File: config.mk
export PLATFORM = sky130hd
export DESIGN_NAME = rhs_controller
export DESIGN_NICKNAME = d
export VERILOG_FILES = /design/src/rhs_pkg.sv /design/src/rhs_cmd_sequencer.sv /design/src/rhs_controller.sv /design/src/rhs_spi_engine.sv /design/src/rhs_zcheck_capture.sv
export VERILOG_INCLUDE_DIRS = /design/src
export SDC_FILE = /design/constraint.sdc
export NUM_CORES = 2
export LEC_CHECK = 0
export BUFFER_PORTS_ARGS = -buffer_cell sky130_fd_sc_hd__buf_2
export CORE_ASPECT_RATIO = 1.1
export CORE_UTILIZATION = 40
export DETAILED_ROUTE_END_ITERATION = 6
export GPL_TIMING_DRIVEN = 0
export PLACE_DENSITY = 0.53
export RECOVER_POWER = 100
export SLEW_MARGIN = 40
export SYNTH_ARGS = -nofsm -noshare
export SYNTH_HDL_FRONTEND = slang
export SYNTH_HIERARCHICAL = 1
export SYNTH_SLANG_ARGS = --single-unit
File: constraint.sdc
create_clock -name clk -period 8.8 [get_ports clk]
set_clock_uncertainty 0.15 [all_clocks]
set_input_delay 0.88 -clock clk [delete_from_list [all_inputs] [get_ports clk]]
set_output_delay 0.88 -clock clk [all_outputs]
set_load 0.02 [all_outputs]
File: src/rhs_config.svh
`ifndef RHS_CONFIG_SVH
`define RHS_CONFIG_SVH

// lane and chip geometry
`define NUM_LANES          4
`define CHANNELS_PER_CHIP  16

// spi framing
`define FRAME_BITS         32
`define SPI_HALF_PERIOD    2     // clk cycles per sclk half period
`define CS_GAP             4     // clk cycles cs stays high after a frame

// command sequences
`define SLOTS_PER_SEQUENCE 40    // frames in config or zcheck setup
`define ZCHECK_SLOTS       6     // frames per dac step
`define ZCHECK_STEPS       20    // dac steps per sine period
`define ZCHECK_CYCLES      8     // sine periods per zcheck
`define CONVERT_DELAY      2     // frames until a convert result returns

`define SAMPLE_BITS        16
`define CHIP_ID_REG        255   // reads back as 32

`endif

File: src/rhs_pkg.sv
`include "rhs_config.svh"

package rhs_pkg;

    typedef enum logic [1:0] {
        CMD_CONVERT   = 2'b00,
        CMD_CLEAR_CAL = 2'b01,
        CMD_WRITE     = 2'b10,
        CMD_READ      = 2'b11
    } cmd_op_e;

    // one command frame as shifted out MSB first
    typedef struct packed {
        cmd_op_e     op;
        logic        u;          // update triggered registers
        logic        m;          // clear compliance monitor
        logic        d;          // dc amp sample
        logic        h;          // adc offset removal
        logic [1:0]  spare;
        logic [7:0]  addr;       // register, or channel for a convert
        logic [15:0] data;
    } rhs_cmd_t;

    typedef enum logic [3:0] {
        S_IDLE,
        S_CFG_LOAD,
        S_CFG_TX,
        S_CFG_WAIT,
        S_ZSET_LOAD,
        S_ZSET_TX,
        S_ZSET_WAIT,
        S_ZRUN_LOAD,
        S_ZRUN_TX,
        S_ZRUN_WAIT,
        S_DONE
    } seq_state_e;

    typedef struct packed {
        logic [5:0] channel;     // global channel over all lanes
        logic [1:0] scale;       // zcheck capacitor select
    } zcheck_req_t;

    typedef logic [`FRAME_BITS-1:0] rhs_word_t;

    typedef rhs_word_t [`NUM_LANES-1:0] lane_words_t;

    // one period of the zcheck sine, 1 kHz at 20 steps
    localparam logic [0:`ZCHECK_STEPS-1][7:0] ZCHECK_SINE = '{
        8'd128, 8'd167, 8'd203, 8'd231, 8'd249,
        8'd255, 8'd249, 8'd231, 8'd203, 8'd167,
        8'd128, 8'd89,  8'd53,  8'd25,  8'd7,
        8'd1,   8'd7,   8'd25,  8'd53,  8'd89
    };

endpackage

File: src/rhs_cmd_sequencer.sv
`timescale 1ns/1ps
`include "rhs_config.svh"

module rhs_cmd_sequencer (
    input  logic                clk,
    input  logic                rstn,
    input  logic                config_start,
    input  logic                zcheck_start,
    input  rhs_pkg::zcheck_req_t zcheck_req,
    input  logic                frame_done,
    output logic                busy,
    output logic                done,
    output logic                frame_start,
    output rhs_pkg::rhs_cmd_t   tx_cmd,
    output logic                zcheck_begin,
    output logic                sample_strobe,
    output rhs_pkg::zcheck_req_t zcheck_active_req
);
    import rhs_pkg::*;

    localparam int SLOT_W   = $clog2(`SLOTS_PER_SEQUENCE);
    localparam int STEP_W   = $clog2(`ZCHECK_STEPS);
    localparam int PERIOD_W = $clog2(`ZCHECK_CYCLES);
    localparam int CH_SHIFT = $clog2(`CHANNELS_PER_CHIP);

    localparam logic [SLOT_W-1:0]   SEQ_LAST    = SLOT_W'(`SLOTS_PER_SEQUENCE - 1);
    localparam logic [SLOT_W-1:0]   ZRUN_LAST   = SLOT_W'(`ZCHECK_SLOTS - 1);
    localparam logic [SLOT_W-1:0]   SAMPLE_SLOT = SLOT_W'(`CONVERT_DELAY + 1);
    localparam logic [STEP_W-1:0]   STEP_LAST   = STEP_W'(`ZCHECK_STEPS - 1);
    localparam logic [PERIOD_W-1:0] PERIOD_LAST = PERIOD_W'(`ZCHECK_CYCLES - 1);

    seq_state_e          state;
    logic [SLOT_W-1:0]   slot;
    logic [STEP_W-1:0]   step;
    logic [PERIOD_W-1:0] period;
    rhs_cmd_t            next_cmd;
    logic [CH_SHIFT-1:0] chip_chan;

    function automatic rhs_cmd_t write_cmd(input logic [7:0] addr, input logic [15:0] data);
        rhs_cmd_t c;
        c      = '0;
        c.op   = CMD_WRITE;
        c.addr = addr;
        c.data = data;
        return c;
    endfunction

    // dummy frame, also latches all triggered registers
    function automatic rhs_cmd_t read_id_cmd();
        rhs_cmd_t c;
        c      = '0;
        c.op   = CMD_READ;
        c.u    = 1'b1;
        c.addr = 8'(`CHIP_ID_REG);
        return c;
    endfunction

    function automatic rhs_cmd_t cfg_cmd(input logic [SLOT_W-1:0] idx);
        rhs_cmd_t c;
        c = read_id_cmd();
        case (idx)
            0:  c = write_cmd(8'd32, 16'h0000);          // stim enable a off
            1:  c = write_cmd(8'd33, 16'h0000);          // stim enable b off
            2:  c = write_cmd(8'd38, 16'hFFFF);          // dc amps all on
            3: begin
                c    = '0;                               // clear calibration
                c.op = CMD_CLEAR_CAL;
                c.u  = 1'b1;
                c.d  = 1'b1;
            end
            4:  c = write_cmd(8'd0,  {4'b0, 6'd4, 6'd18}); // adc buffer and mux bias
            5:  c = write_cmd(8'd1,  16'h0080);          // weak miso, unsigned adc
            6:  c = write_cmd(8'd2,  16'h0000);          // zcheck off
            7:  c = write_cmd(8'd3,  16'h0000);          // zcheck dac off
            8:  c = write_cmd(8'd4,  16'h0016);          // upper bandwidth rh1
            9:  c = write_cmd(8'd5,  16'h0017);          // upper bandwidth rh2
            10: c = write_cmd(8'd6,  16'h00A8);          // rl a, 5 Hz
            11: c = write_cmd(8'd7,  16'h000A);          // rl b, 1 kHz
            12: c = write_cmd(8'd8,  16'hFFFF);          // ac amps on
            13: c = write_cmd(8'd10, 16'h0000);          // fast settle open
            14: c = write_cmd(8'd12, 16'hFFFF);          // lower cutoff uses rl a
            15: c = write_cmd(8'd42, 16'h0000);          // stimulators off
            16: c = write_cmd(8'd46, 16'h0000);          // charge recovery open
            17: c = write_cmd(8'd48, 16'h0000);          // recovery dac unconnected
            default: c = read_id_cmd();
        endcase
        return c;
    endfunction

    assign chip_chan = zcheck_active_req.channel[CH_SHIFT-1:0];   // global channel mod 16

    always_comb begin
        next_cmd = read_id_cmd();
        if (state == S_ZSET_LOAD) begin
            if (slot == 0)
                next_cmd = write_cmd(8'd2, {4'b0, chip_chan, 3'b010,
                                            zcheck_active_req.scale, 3'b001});
            else if (slot == 1)
                next_cmd = write_cmd(8'd3, 16'h0000);    // dac at midscale off
        end else if (state == S_ZRUN_LOAD) begin
            if (slot == 0) begin
                next_cmd = write_cmd(8'd3, {8'h00, ZCHECK_SINE[step]});
            end else if (slot == 1) begin
                next_cmd      = '0;
                next_cmd.op   = CMD_CONVERT;
                next_cmd.addr = {4'h0, chip_chan};
            end
        end else begin
            next_cmd = cfg_cmd(slot);
        end
    end

    always_ff @(posedge clk) begin
        if (state == S_CFG_LOAD || state == S_ZSET_LOAD || state == S_ZRUN_LOAD)
            tx_cmd <= next_cmd;                          // held until the next load
    end

    always_ff @(posedge clk) begin
        if (!rstn) begin
            state             <= S_IDLE;
            slot              <= '0;
            step              <= '0;
            period            <= '0;
            zcheck_begin      <= 1'b0;
            zcheck_active_req <= '0;
        end else begin
            zcheck_begin <= 1'b0;
            case (state)
                S_IDLE: begin
                    slot   <= '0;
                    step   <= '0;
                    period <= '0;
                    if (config_start) begin
                        state <= S_CFG_LOAD;             // config has priority
                    end else if (zcheck_start) begin
                        state             <= S_ZSET_LOAD;
                        zcheck_begin      <= 1'b1;
                        zcheck_active_req <= zcheck_req;
                    end
                end
                S_CFG_LOAD:  state <= S_CFG_TX;
                S_CFG_TX:    state <= S_CFG_WAIT;
                S_ZSET_LOAD: state <= S_ZSET_TX;
                S_ZSET_TX:   state <= S_ZSET_WAIT;
                S_ZRUN_LOAD: state <= S_ZRUN_TX;
                S_ZRUN_TX:   state <= S_ZRUN_WAIT;
                S_CFG_WAIT: begin
                    if (frame_done) begin
                        if (slot == SEQ_LAST) begin
                            slot  <= '0;
                            state <= S_DONE;
                        end else begin
                            slot  <= slot + 1'b1;
                            state <= S_CFG_LOAD;
                        end
                    end
                end
                S_ZSET_WAIT: begin
                    if (frame_done) begin
                        if (slot == SEQ_LAST) begin
                            slot  <= '0;
                            state <= S_ZRUN_LOAD;
                        end else begin
                            slot  <= slot + 1'b1;
                            state <= S_ZSET_LOAD;
                        end
                    end
                end
                S_ZRUN_WAIT: begin
                    if (frame_done) begin
                        state <= S_ZRUN_LOAD;
                        if (slot == ZRUN_LAST) begin
                            slot <= '0;
                            if (step == STEP_LAST) begin
                                step <= '0;
                                if (period == PERIOD_LAST)
                                    state <= S_DONE;     // last sine period finished
                                else
                                    period <= period + 1'b1;
                            end else begin
                                step <= step + 1'b1;
                            end
                        end else begin
                            slot <= slot + 1'b1;
                        end
                    end
                end
                S_DONE:  state <= S_IDLE;
                default: state <= S_IDLE;
            endcase
        end
    end

    assign frame_start   = (state == S_CFG_TX) || (state == S_ZSET_TX) || (state == S_ZRUN_TX);
    assign busy          = (state != S_IDLE);
    assign done          = (state == S_DONE);
    assign sample_strobe = (state == S_ZRUN_WAIT) && frame_done && (slot == SAMPLE_SLOT);

endmodule

File: src/rhs_controller.sv
`timescale 1ns/1ps
`include "rhs_config.svh"

module rhs_controller (
    input  logic                     clk,
    input  logic                     rstn,
    input  logic                     config_start,
    input  logic                     zcheck_start,
    input  rhs_pkg::zcheck_req_t     zcheck_req,
    output logic                     busy,
    output logic                     done,
    input  logic [7:0]               zcheck_rd_addr,
    output logic [`SAMPLE_BITS-1:0]  zcheck_rd_data,
    output logic                     cs,
    output logic                     sclk,
    output logic [`NUM_LANES-1:0]    mosi,
    input  logic [`NUM_LANES-1:0]    miso
);
    import rhs_pkg::*;

    logic        frame_start;
    logic        frame_done;
    rhs_cmd_t    tx_cmd;
    lane_words_t rx_words;
    logic        zcheck_begin;
    logic        sample_strobe;
    zcheck_req_t zcheck_active_req;

    rhs_cmd_sequencer seq_i (
        .clk               (clk),
        .rstn              (rstn),
        .config_start      (config_start),
        .zcheck_start      (zcheck_start),
        .zcheck_req        (zcheck_req),
        .frame_done        (frame_done),
        .busy              (busy),
        .done              (done),
        .frame_start       (frame_start),
        .tx_cmd            (tx_cmd),
        .zcheck_begin      (zcheck_begin),
        .sample_strobe     (sample_strobe),
        .zcheck_active_req (zcheck_active_req)
    );

    rhs_spi_engine spi_i (
        .clk         (clk),
        .rstn        (rstn),
        .frame_start (frame_start),
        .tx_cmd      (tx_cmd),
        .frame_done  (frame_done),
        .rx_words    (rx_words),
        .cs          (cs),
        .sclk        (sclk),
        .mosi        (mosi),
        .miso        (miso)
    );

    rhs_zcheck_capture cap_i (
        .clk               (clk),
        .rstn              (rstn),
        .zcheck_begin      (zcheck_begin),
        .sample_strobe     (sample_strobe),
        .rx_words          (rx_words),
        .zcheck_active_req (zcheck_active_req),
        .zcheck_rd_addr    (zcheck_rd_addr),
        .zcheck_rd_data    (zcheck_rd_data)
    );

endmodule

File: src/rhs_spi_engine.sv
`timescale 1ns/1ps
`include "rhs_config.svh"

module rhs_spi_engine (
    input  logic                     clk,
    input  logic                     rstn,
    input  logic                     frame_start,
    input  rhs_pkg::rhs_cmd_t        tx_cmd,
    output logic                     frame_done,
    output rhs_pkg::lane_words_t     rx_words,
    output logic                     cs,
    output logic                     sclk,
    output logic [`NUM_LANES-1:0]    mosi,
    input  logic [`NUM_LANES-1:0]    miso
);
    import rhs_pkg::*;

    localparam int CNT_W = $clog2(2 * `SPI_HALF_PERIOD);
    localparam int BIT_W = $clog2(`FRAME_BITS);
    localparam int GAP_W = $clog2(`CS_GAP);

    localparam logic [CNT_W-1:0] RISE_CNT = CNT_W'(`SPI_HALF_PERIOD - 1);
    localparam logic [CNT_W-1:0] FALL_CNT = CNT_W'(2 * `SPI_HALF_PERIOD - 1);
    localparam logic [BIT_W-1:0] LAST_BIT = BIT_W'(`FRAME_BITS - 1);
    localparam logic [GAP_W-1:0] LAST_GAP = GAP_W'(`CS_GAP - 1);

    typedef enum logic [1:0] {E_IDLE, E_SHIFT, E_GAP} eng_state_e;

    eng_state_e       state;
    logic [CNT_W-1:0] cnt;
    logic [BIT_W-1:0] bit_cnt;
    logic [GAP_W-1:0] gap_cnt;
    logic             load;
    logic             sample;
    logic             shift;

    assign load   = (state == E_IDLE) && frame_start;
    assign sample = (state == E_SHIFT) && (cnt == RISE_CNT);   // sclk rises here
    assign shift  = (state == E_SHIFT) && (cnt == FALL_CNT);   // sclk falls here

    always_ff @(posedge clk) begin
        if (!rstn) begin
            state      <= E_IDLE;
            cs         <= 1'b1;
            sclk       <= 1'b0;
            cnt        <= '0;
            bit_cnt    <= '0;
            gap_cnt    <= '0;
            frame_done <= 1'b0;
        end else begin
            frame_done <= 1'b0;
            case (state)
                E_IDLE: begin
                    if (frame_start) begin
                        state   <= E_SHIFT;
                        cs      <= 1'b0;
                        cnt     <= '0;
                        bit_cnt <= '0;
                    end
                end
                E_SHIFT: begin
                    cnt <= cnt + 1'b1;
                    if (sample)
                        sclk <= 1'b1;
                    if (shift) begin
                        sclk <= 1'b0;
                        cnt  <= '0;
                        if (bit_cnt == LAST_BIT) begin
                            state   <= E_GAP;
                            cs      <= 1'b1;
                            gap_cnt <= '0;
                        end else begin
                            bit_cnt <= bit_cnt + 1'b1;
                        end
                    end
                end
                E_GAP: begin
                    gap_cnt <= gap_cnt + 1'b1;
                    if (gap_cnt == LAST_GAP) begin
                        state      <= E_IDLE;
                        frame_done <= 1'b1;
                    end
                end
                default: state <= E_IDLE;
            endcase
        end
    end

    // one shift register pair per lane, all loaded with the same command
    for (genvar l = 0; l < `NUM_LANES; l++) begin : g_lane
        rhs_word_t tx_sr;
        rhs_word_t rx_sr;

        always_ff @(posedge clk) begin
            if (load)
                tx_sr <= tx_cmd;
            else if (shift)
                tx_sr <= {tx_sr[`FRAME_BITS-2:0], 1'b0};
            if (sample)
                rx_sr <= {rx_sr[`FRAME_BITS-2:0], miso[l]};
        end

        assign mosi[l]     = tx_sr[`FRAME_BITS-1] & ~cs;  // idle low between frames
        assign rx_words[l] = rx_sr;
    end

endmodule

File: src/rhs_zcheck_capture.sv
`timescale 1ns/1ps
`include "rhs_config.svh"

module rhs_zcheck_capture (
    input  logic                        clk,
    input  logic                        rstn,
    input  logic                        zcheck_begin,
    input  logic                        sample_strobe,
    input  rhs_pkg::lane_words_t        rx_words,
    input  rhs_pkg::zcheck_req_t        zcheck_active_req,
    input  logic [7:0]                  zcheck_rd_addr,
    output logic [`SAMPLE_BITS-1:0]     zcheck_rd_data
);
    import rhs_pkg::*;

    localparam int DEPTH    = `ZCHECK_STEPS * `ZCHECK_CYCLES;   // 160 samples
    localparam int LANE_W   = $clog2(`NUM_LANES);
    localparam int CH_SHIFT = $clog2(`CHANNELS_PER_CHIP);

    logic [`SAMPLE_BITS-1:0] mem [DEPTH];
    logic [7:0]              wr_ptr;
    logic [LANE_W-1:0]       lane_sel;
    rhs_word_t               lane_word;

    // channel / CHANNELS_PER_CHIP picks the lane that carries it
    assign lane_sel  = zcheck_active_req.channel[CH_SHIFT +: LANE_W];
    assign lane_word = rx_words[lane_sel];

    always_ff @(posedge clk) begin
        if (!rstn) begin
            wr_ptr <= '0;
        end else if (zcheck_begin) begin
            wr_ptr <= '0;
        end else if (sample_strobe && wr_ptr < DEPTH) begin
            wr_ptr <= wr_ptr + 1'b1;
        end
    end

    always_ff @(posedge clk) begin
        if (sample_strobe && !zcheck_begin && wr_ptr < DEPTH)
            mem[wr_ptr] <= lane_word[`FRAME_BITS-1 -: `SAMPLE_BITS];   // adc result half
    end

    // registered read, zero past the end of the buffer
    always_ff @(posedge clk) begin
        if (zcheck_rd_addr < DEPTH)
            zcheck_rd_data <= mem[zcheck_rd_addr];
        else
            zcheck_rd_data <= '0;
    end

endmodule

Word-level counts from Yosys, hierarchy flattened
Memories as Yosys holds them, arrays and structs flattened. A register that Yosys moved wholly into a read port is not among the register bits.
Index checks and enable logic that the tools add are counted.
{ "totals": {"mem_count": 3, "elab_cells": 199, "ram_bits": 2560, "mem_bits_ro": 1152, "in_bits": 24, "reg_bits": 337, "latchBits": 0} }
{ "classes": {"n_bitwise": 9, "shifts": 0, "magnitude_cmp": 4, "reduce_logical": 39, "addsub": 7, "n_eq_ne": 35, "multipliers": 0, "muxes": 71, "div": 0} }
{ "memory_table": {"columns": ["memory", "words", "width", "rd", "rd_ports_with_merged_regs", "wr", "line_no", "text"], "rows": [
  ["cap_i.mem", 160, 16, 1, 1, 1, "rhs_zcheck_capture.sv:20", "logic [`SAMPLE_BITS-1:0] mem [DEPTH];"],
  ["(no name shown)", 32, 28, 1, 1, 0, "rhs_cmd_sequencer.sv:61", "case (idx)"],
  ["(no name shown)", 32, 8, 1, 0, 0, "rhs_cmd_sequencer.sv:102", "next_cmd = write_cmd(8'd3, {8'h00, ZCHECK_SINE[step]});"]
]} }
{ "ops": {"columns": ["op", "count"], "rows": [
  ["32-bit 2-to-1 mux", 15],
  ["32-bit binary-select mux with 2-bit select", 1],
  ["5-bit 2-to-1 mux", 8],
  ["4-bit one-hot mux with 10 select lines", 1],
  ["4-bit 2-to-1 mux", 9],
  ["31-bit 2-to-1 mux", 1],
  ["6-bit 2-to-1 mux", 4],
  ["5-bit one-hot mux with 2 select lines", 2],
  ["2-bit 2-to-1 mux", 9],
  ["2-bit by 1-bit != test with 1-bit output, second input constant", 9],
  ["6-bit one-hot mux with 3 select lines", 1],
  ["4-bit by 3-bit == test with 1-bit output, second input constant", 4],
  ["8-bit less-than comparator, second input constant", 2],
  ["8-bit 2-to-1 mux", 2],
  ["4-bit AND reduction", 4],
  ["4-bit == test, second input constant", 3],
  ["3-bit 2-to-1 mux", 4],
  ["3-bit AND reduction", 4],
  ["5-bit by 1-bit adder with 5-bit output, second input constant", 2],
  ["5-bit == test, second input constant", 2],
  ["2-bit nonzero test", 5],
  ["1-bit 2-to-1 mux", 9],
  ["8-bit by 1-bit adder with 8-bit output, second input constant", 1],
  ["4-bit by 2-bit == test with 1-bit output, second input constant", 2],
  ["other kinds (34)", 61]
]} }

Depth between registers and ports, before layout
{ "depth": {"word_depth": 7, "ltp_mapped": 12, "mapped_depth_nobuf": 10} }

By module
The synthesis kept the hierarchy.
{ "modules_own_cells": {"columns": ["mod", "instances", "cells_per_inst", "area_per_inst_um2"], "rows": [
  ["rhs_zcheck_capture", 1, 4480, 99829.5],
  ["rhs_spi_engine", 1, 280, 6005.8],
  ["rhs_cmd_sequencer", 1, 445, 3819.9]
]} }

Worst setup path after synthesis
Ideal clock, no wire load.
{ "synth_timing": {"path_type": "flip-flop to flip-flop", "startpoint": "register spi_i.state[0]", "endpoint": "register spi_i.g_lane[0].rx_sr[0] (enable)", "required_time_ns": 8.147, "setup_slack_ns": 4.459, "path_stages_with_launch": 4, "t_arrival_ns": 3.688, "path_cell_list": "dfxtp_1 -> buf_2 -> nor2b_1 -> and2_1"} }
{ "synth_between": {"elab_chain_len": 2} }
{ "synth_rtl": {"columns": ["item", "line_no", "text"], "rows": [
  ["start: declaration", "rhs_spi_engine.sv:29", "eng_state_e state;"],
  ["start signal: assignment", "rhs_spi_engine.sv:43", "state <= E_IDLE;"],
  ["start signal: assignment", "rhs_spi_engine.sv:55", "state <= E_SHIFT;"],
  ["start signal: assignment", "rhs_spi_engine.sv:69", "state <= E_GAP;"],
  ["2-bit by 1-bit == test with 1-bit output", "rhs_spi_engine.sv:38", "assign sample = (state == E_SHIFT) && (cnt == RISE_CNT);"],
  ["1-bit logical AND", "rhs_spi_engine.sv:38", null],
  ["net spi_i.sample", "rhs_spi_engine.sv:34", "logic sample;"],
  ["end signal: assignment", "rhs_spi_engine.sv:100", "rx_sr <= {rx_sr[`FRAME_BITS-2:0], miso[l]};"],
  ["end: declaration", "rhs_spi_engine.sv:92", "rhs_word_t rx_sr;"]
]} }
The timed path passes the listed nets, and every way through them passes these cells.
A chain may end at the register's enable or synchronous reset.

Final worst setup path
{ "layout_timing": {"startpoint": "input port zcheck_rd_addr[1]", "endpoint": "register cap_i.zcheck_rd_data[1] (read register of cap_i.mem)"} }
{ "layout_between": {"elab_chain_len": 2} }
{ "layout_rtl": {"columns": ["item", "line_no", "text"], "rows": [
  ["start: declaration", "rhs_controller.sv:12", "input logic [7:0] zcheck_rd_addr,"],
  ["8-bit less-than comparator", "rhs_zcheck_capture.sv:46", "if (zcheck_rd_addr < DEPTH)"],
  ["1-bit logical NOT (no line)", null, null],
  ["end: declaration", "rhs_zcheck_capture.sv:12", "output logic [`SAMPLE_BITS-1:0] zcheck_rd_data"]
]} }
Several ways; a longest one is shown, not always the timed one.

==> metrics.csv <==
stage,metric,value,unit
logic_synthesis,ys.flop_type,edfxtp_1,
sta,setup_violations,0,
logic_synthesis,synth_edf_count,2743,
logic_synthesis,ys_seq_area_frac,0.766,
clock_tree,clockBufferDepth,4,
setup_path,critPathRequiredTime,9.42,ns
global_routing,grt_pass1_wl,545,mm
place,place_hpwl,287,mm
power,ir_worst_vdd,0.189,mV
sta,finalWorstSetupSlack,1.67,ns
sta,fin_crit_sh,0.810,
sta,slew_headroom,-0.871,
logic_synthesis,syn-instance-count,5205,
logic_synthesis,synthesis.area,110000,um^2
detailed_routing,drc,0,
cells_and_area,nets,5851,
clock_tree,clockRootBuffer,clkbuf_16,
floorplan,ios,48,
place,place_worst_setup_slack,2.59,ns
hold_path,hold_class,in2reg,
cells_and_area,drive_gt1_frac,0.234,
clock_tree,ctsHoldBuffers,0,
cells_and_area,fill_cells,23300,
global_routing,grt-ovfl-total,0,
sta,fin_crit,7.13,ns
logic_synthesis,postSynthAreaPerCell,21.1,um^2
detailed_routing,wl,416,mm
floorplan,die_h,551,um
global_routing,grt_pass1_vias,58400,
setup_path,worst-r2r-cell-count,10,
logic_synthesis,async_flop_share,0,
global_routing,track_usage,0.300,
setup_path,cp_common_cell,clkbuf_1,
floorplan,core.rowCount,201,
setup_path,cp_slowest_cell,clkbuf_1,
logic_synthesis,synthTopCellsByArea,"edfxtp_1 75%, mux4_2 13%, mux2i_1 1.7%, dfxtp_1 1.5%, nor2_1 0.88%",
hold_path,min_from,miso[3],
setup_path,start_kind,input pin,
clock_tree,post_cts_buffers,0,
detailed_routing,vias,61400,
detailed_routing,drt_first_pass_iters,7,
logic_synthesis,synth_seq_cells,2827,
global_routing,grt_max_degree,65,
floorplan,coreArea,273000,um^2
detailed_routing,ant_nets,0,
sta,timing.setup.tns,0,ns
setup_path,r2r_setup_slack,1.84,ns
setup_path,critical-path-top-delay-family,buffers and inverters,
clock_tree,clock-sinks,2827,
logic_synthesis,synth_warnings,6,
clock_tree,cts_resized,0,
sta,hold_violations,0,
detailed_routing,wire_per_inst,42.8,um
clock_tree,clk_pin_slew,0.06,ns
logic_synthesis,synth_top_cell_area_share,0.751,
logic_synthesis,synthTopCellsByCount,"2743 x edfxtp_1, 636 x mux4_2, 257 x nor2_1, 188 x mux2i_1, 140 x nand2_1",
place,place_congestion,1.02,
run_status,status,finished with violations,
floorplan,die_w,501,um
detailed_routing,first_iter_violations,9620,
run_status,failed_checks,"max-capacitance violations, max-slew violations",
sta,fmax,0.140,GHz
setup_path,arrival,7.75,ns
setup_path,endpoint_kind,register,
clock_tree,cts_tree,done,
global_routing,antenna_found_initial,51,
cells_and_area,syn_to_final_growth,14.7,%
setup_path,crit_type,in2reg,
sta,rsz0062_at_grt,false,
hold_path,min_to,spi_i/g_lane[3].rx_sr[0],
power,p_per_area,245,nW/um^2
floorplan,initial_core_util,0.402,
logic_synthesis,synth.most_common_cell,edfxtp_1,
power,p_leak,39.2,nW
setup_path,slowest_delay,1.55,ns
clock_tree,cts_buffers,305,
setup_path,crit_chain,clkbuf_1 -> buf_6 -> buf_4 -> clkbuf_1 -> clkbuf_1 -> mux4_2 -> mux2i_1 -> a221oi_1 -> nand4_1 -> buf_6 -> o22ai_1,
setup_path,path_max_fanout,10,
place,portBuffers,43,
logic_synthesis,synth.distinct_cells,94,
detailed_routing,viasPerCell,6.31,
floorplan,die_area,276000,um^2
setup_path,reg2reg_from,seq_i/state[0],
sta,slew_viol_final,2315,
flow_run,max-cap-violations,64,
clock_tree,clk_latency,0.92,ns
setup_path,path_buf_inv,6,
hold_path,whs_path_depth,1,
sta,worst_slew_pin_slew,2.81,ns
setup_path,r2r_end,cap_i/mem[80][15],
clock_tree,htree_levels,5,
logic_synthesis,yosysTopAreaCell,edfxtp_1,
==> layout by cell type (no fill, tap or decap), types with 17 or more instances in the layout <==
cell type | synthesis | final
nor2b_1 | 25 | 25
buf_4 | 76 | 86
mux2i_1 | 188 | 188
clkbuf_16 | 0 | 312
edfxtp_1 | 2743 | 2743
nand3_1 | 83 | 71
nor2_1 | 257 | 253
nor3_1 | 73 | 71
nand2_1 | 140 | 140
inv_1 | 19 | 19
clkinv_1 | 1 | 65
mux4_2 | 636 | 623
ha_1 | 20 | 20
clkbuf_1 | 88 | 352
diode_2 | 0 | 24
nand2b_1 | 24 | 24
o21ai_0 | 45 | 46
or3_1 | 18 | 19
a211oi_1 | 28 | 27
bufinv_16 | 0 | 19
o22ai_1 | 25 | 26
buf_2 | 87 | 103
a21oi_1 | 88 | 87
dfxtp_1 | 84 | 84
mux2_1 | 0 | 23
a22o_1 | 18 | 18
buf_16 | 0 | 20
o211ai_1 | 17 | 17
clkbuf_2 | 0 | 44
buf_6 | 21 | 21
a22oi_1 | 79 | 79
clkinv_2 | 0 | 46
==> state kept, by name, indices dropped and copies added (netlist names), named ones only <==
register / cells
seq_i/tx_cmd: 23
seq_i/zcheck_begin: 1
seq_i/period: 3
seq_i/state: 4
cap_i/mem: 2560
seq_i/step: 5
spi_i/sclk: 1
cap_i/zcheck_rd_data: 16
spi_i/g_lane.tx_sr: 32
seq_i/slot: 6
spi_i/gap_cnt: 2
spi_i/g_lane.rx_sr: 128
cap_i/wr_ptr: 8
spi_i/bit_cnt: 5
seq_i/zcheck_active_req: 8
spi_i/cs: 1
spi_i/frame_done: 1
spi_i/cnt: 2
spi_i/state: 2
==> kinds of logic after synthesis <==
logic type | count (synthesis) | synth area share
muxes | 869 | 0.154
other | 1 | 0.0000342
adders and majority gates | 21 | 0.00238
buffers and inverters | 320 | 0.0166
and+or+nand+nor | 726 | 0.0314
xor gates and xnor gates | 10 | 0.000799
DFF | 2827 | 0.766
AOI/OAI and AO/OA | 431 | 0.0281
==> power by group <==
group          internal, W  leakage (nW)  total (W)  switching, W
sequential          0.0155          25.3     0.0155     0.0000590
clock              0.00712          4.62     0.0126       0.00550
combinational     0.000673          9.27    0.00271       0.00204
==> how the worst max path moves through the flow <==
| stage | from | to | slack (ns) | cells past startpoint |
|---|---|---|---|---|
| after floorplan | spi_i/state[0] | spi_i/g_lane[0].rx_sr[0] | 4.46 | 3 |
| after global placement | zcheck_rd_addr[3] | cap_i/zcheck_rd_data[10] | 0.66 | 9 |
| after detailed placement | zcheck_rd_addr[1] | cap_i/zcheck_rd_data[14] | 2.59 | 11 |
| after CTS | zcheck_rd_addr[1] | cap_i/zcheck_rd_data[14] | 3.51 | 11 |
| after global routing | seq_i/zcheck_active_req[6] | cap_i/mem[21][5] | 1.73 | 5 |
| final | zcheck_rd_addr[1] | cap_i/zcheck_rd_data[1] | 1.67 | 11 |
==> metal layers <==
metal	GRT usage	part of all wire	vias to the layer above
met5	0	0.00015	-
met3	0.0818	0.11	1067
met1	0.387	0.37	33100
li1	-	-	23000
met2	0.451	0.44	4229
met4	0.189	0.077	12
==> cell type report <==
type	count	area, um^2	area share
diodes	24	60.1	0.000477
plain buffers	298	1770	0.0141
clock buffers	380	8120	0.0646
clock inverters	163	1380	0.0110
inverters	22	82.6	0.000657
multi-input cells	2061	24000	0.190
flip-flops and latches	2827	84100	0.668
well taps	3654	4570	0.0363
repair buffers	292	1790	0.0142
==> stage by stage <==
step	instance area (um^2)	hold WS (ns)	std cells	util	total power (W)
floorplan	110000	0.250	5208	-	0.0172
global placement	114000	0.251	8905	0.420	0.0185
detailed placement	121000	0.255	9151	0.446	0.0187
CTS	131000	0.0156	9694	0.480	0.0310
global route	126000	0.0482	9706	0.461	0.0314
finish	126000	0.0672	9721	0.461	0.0309
Note: power is estimated with default switching activity, not from simulation.
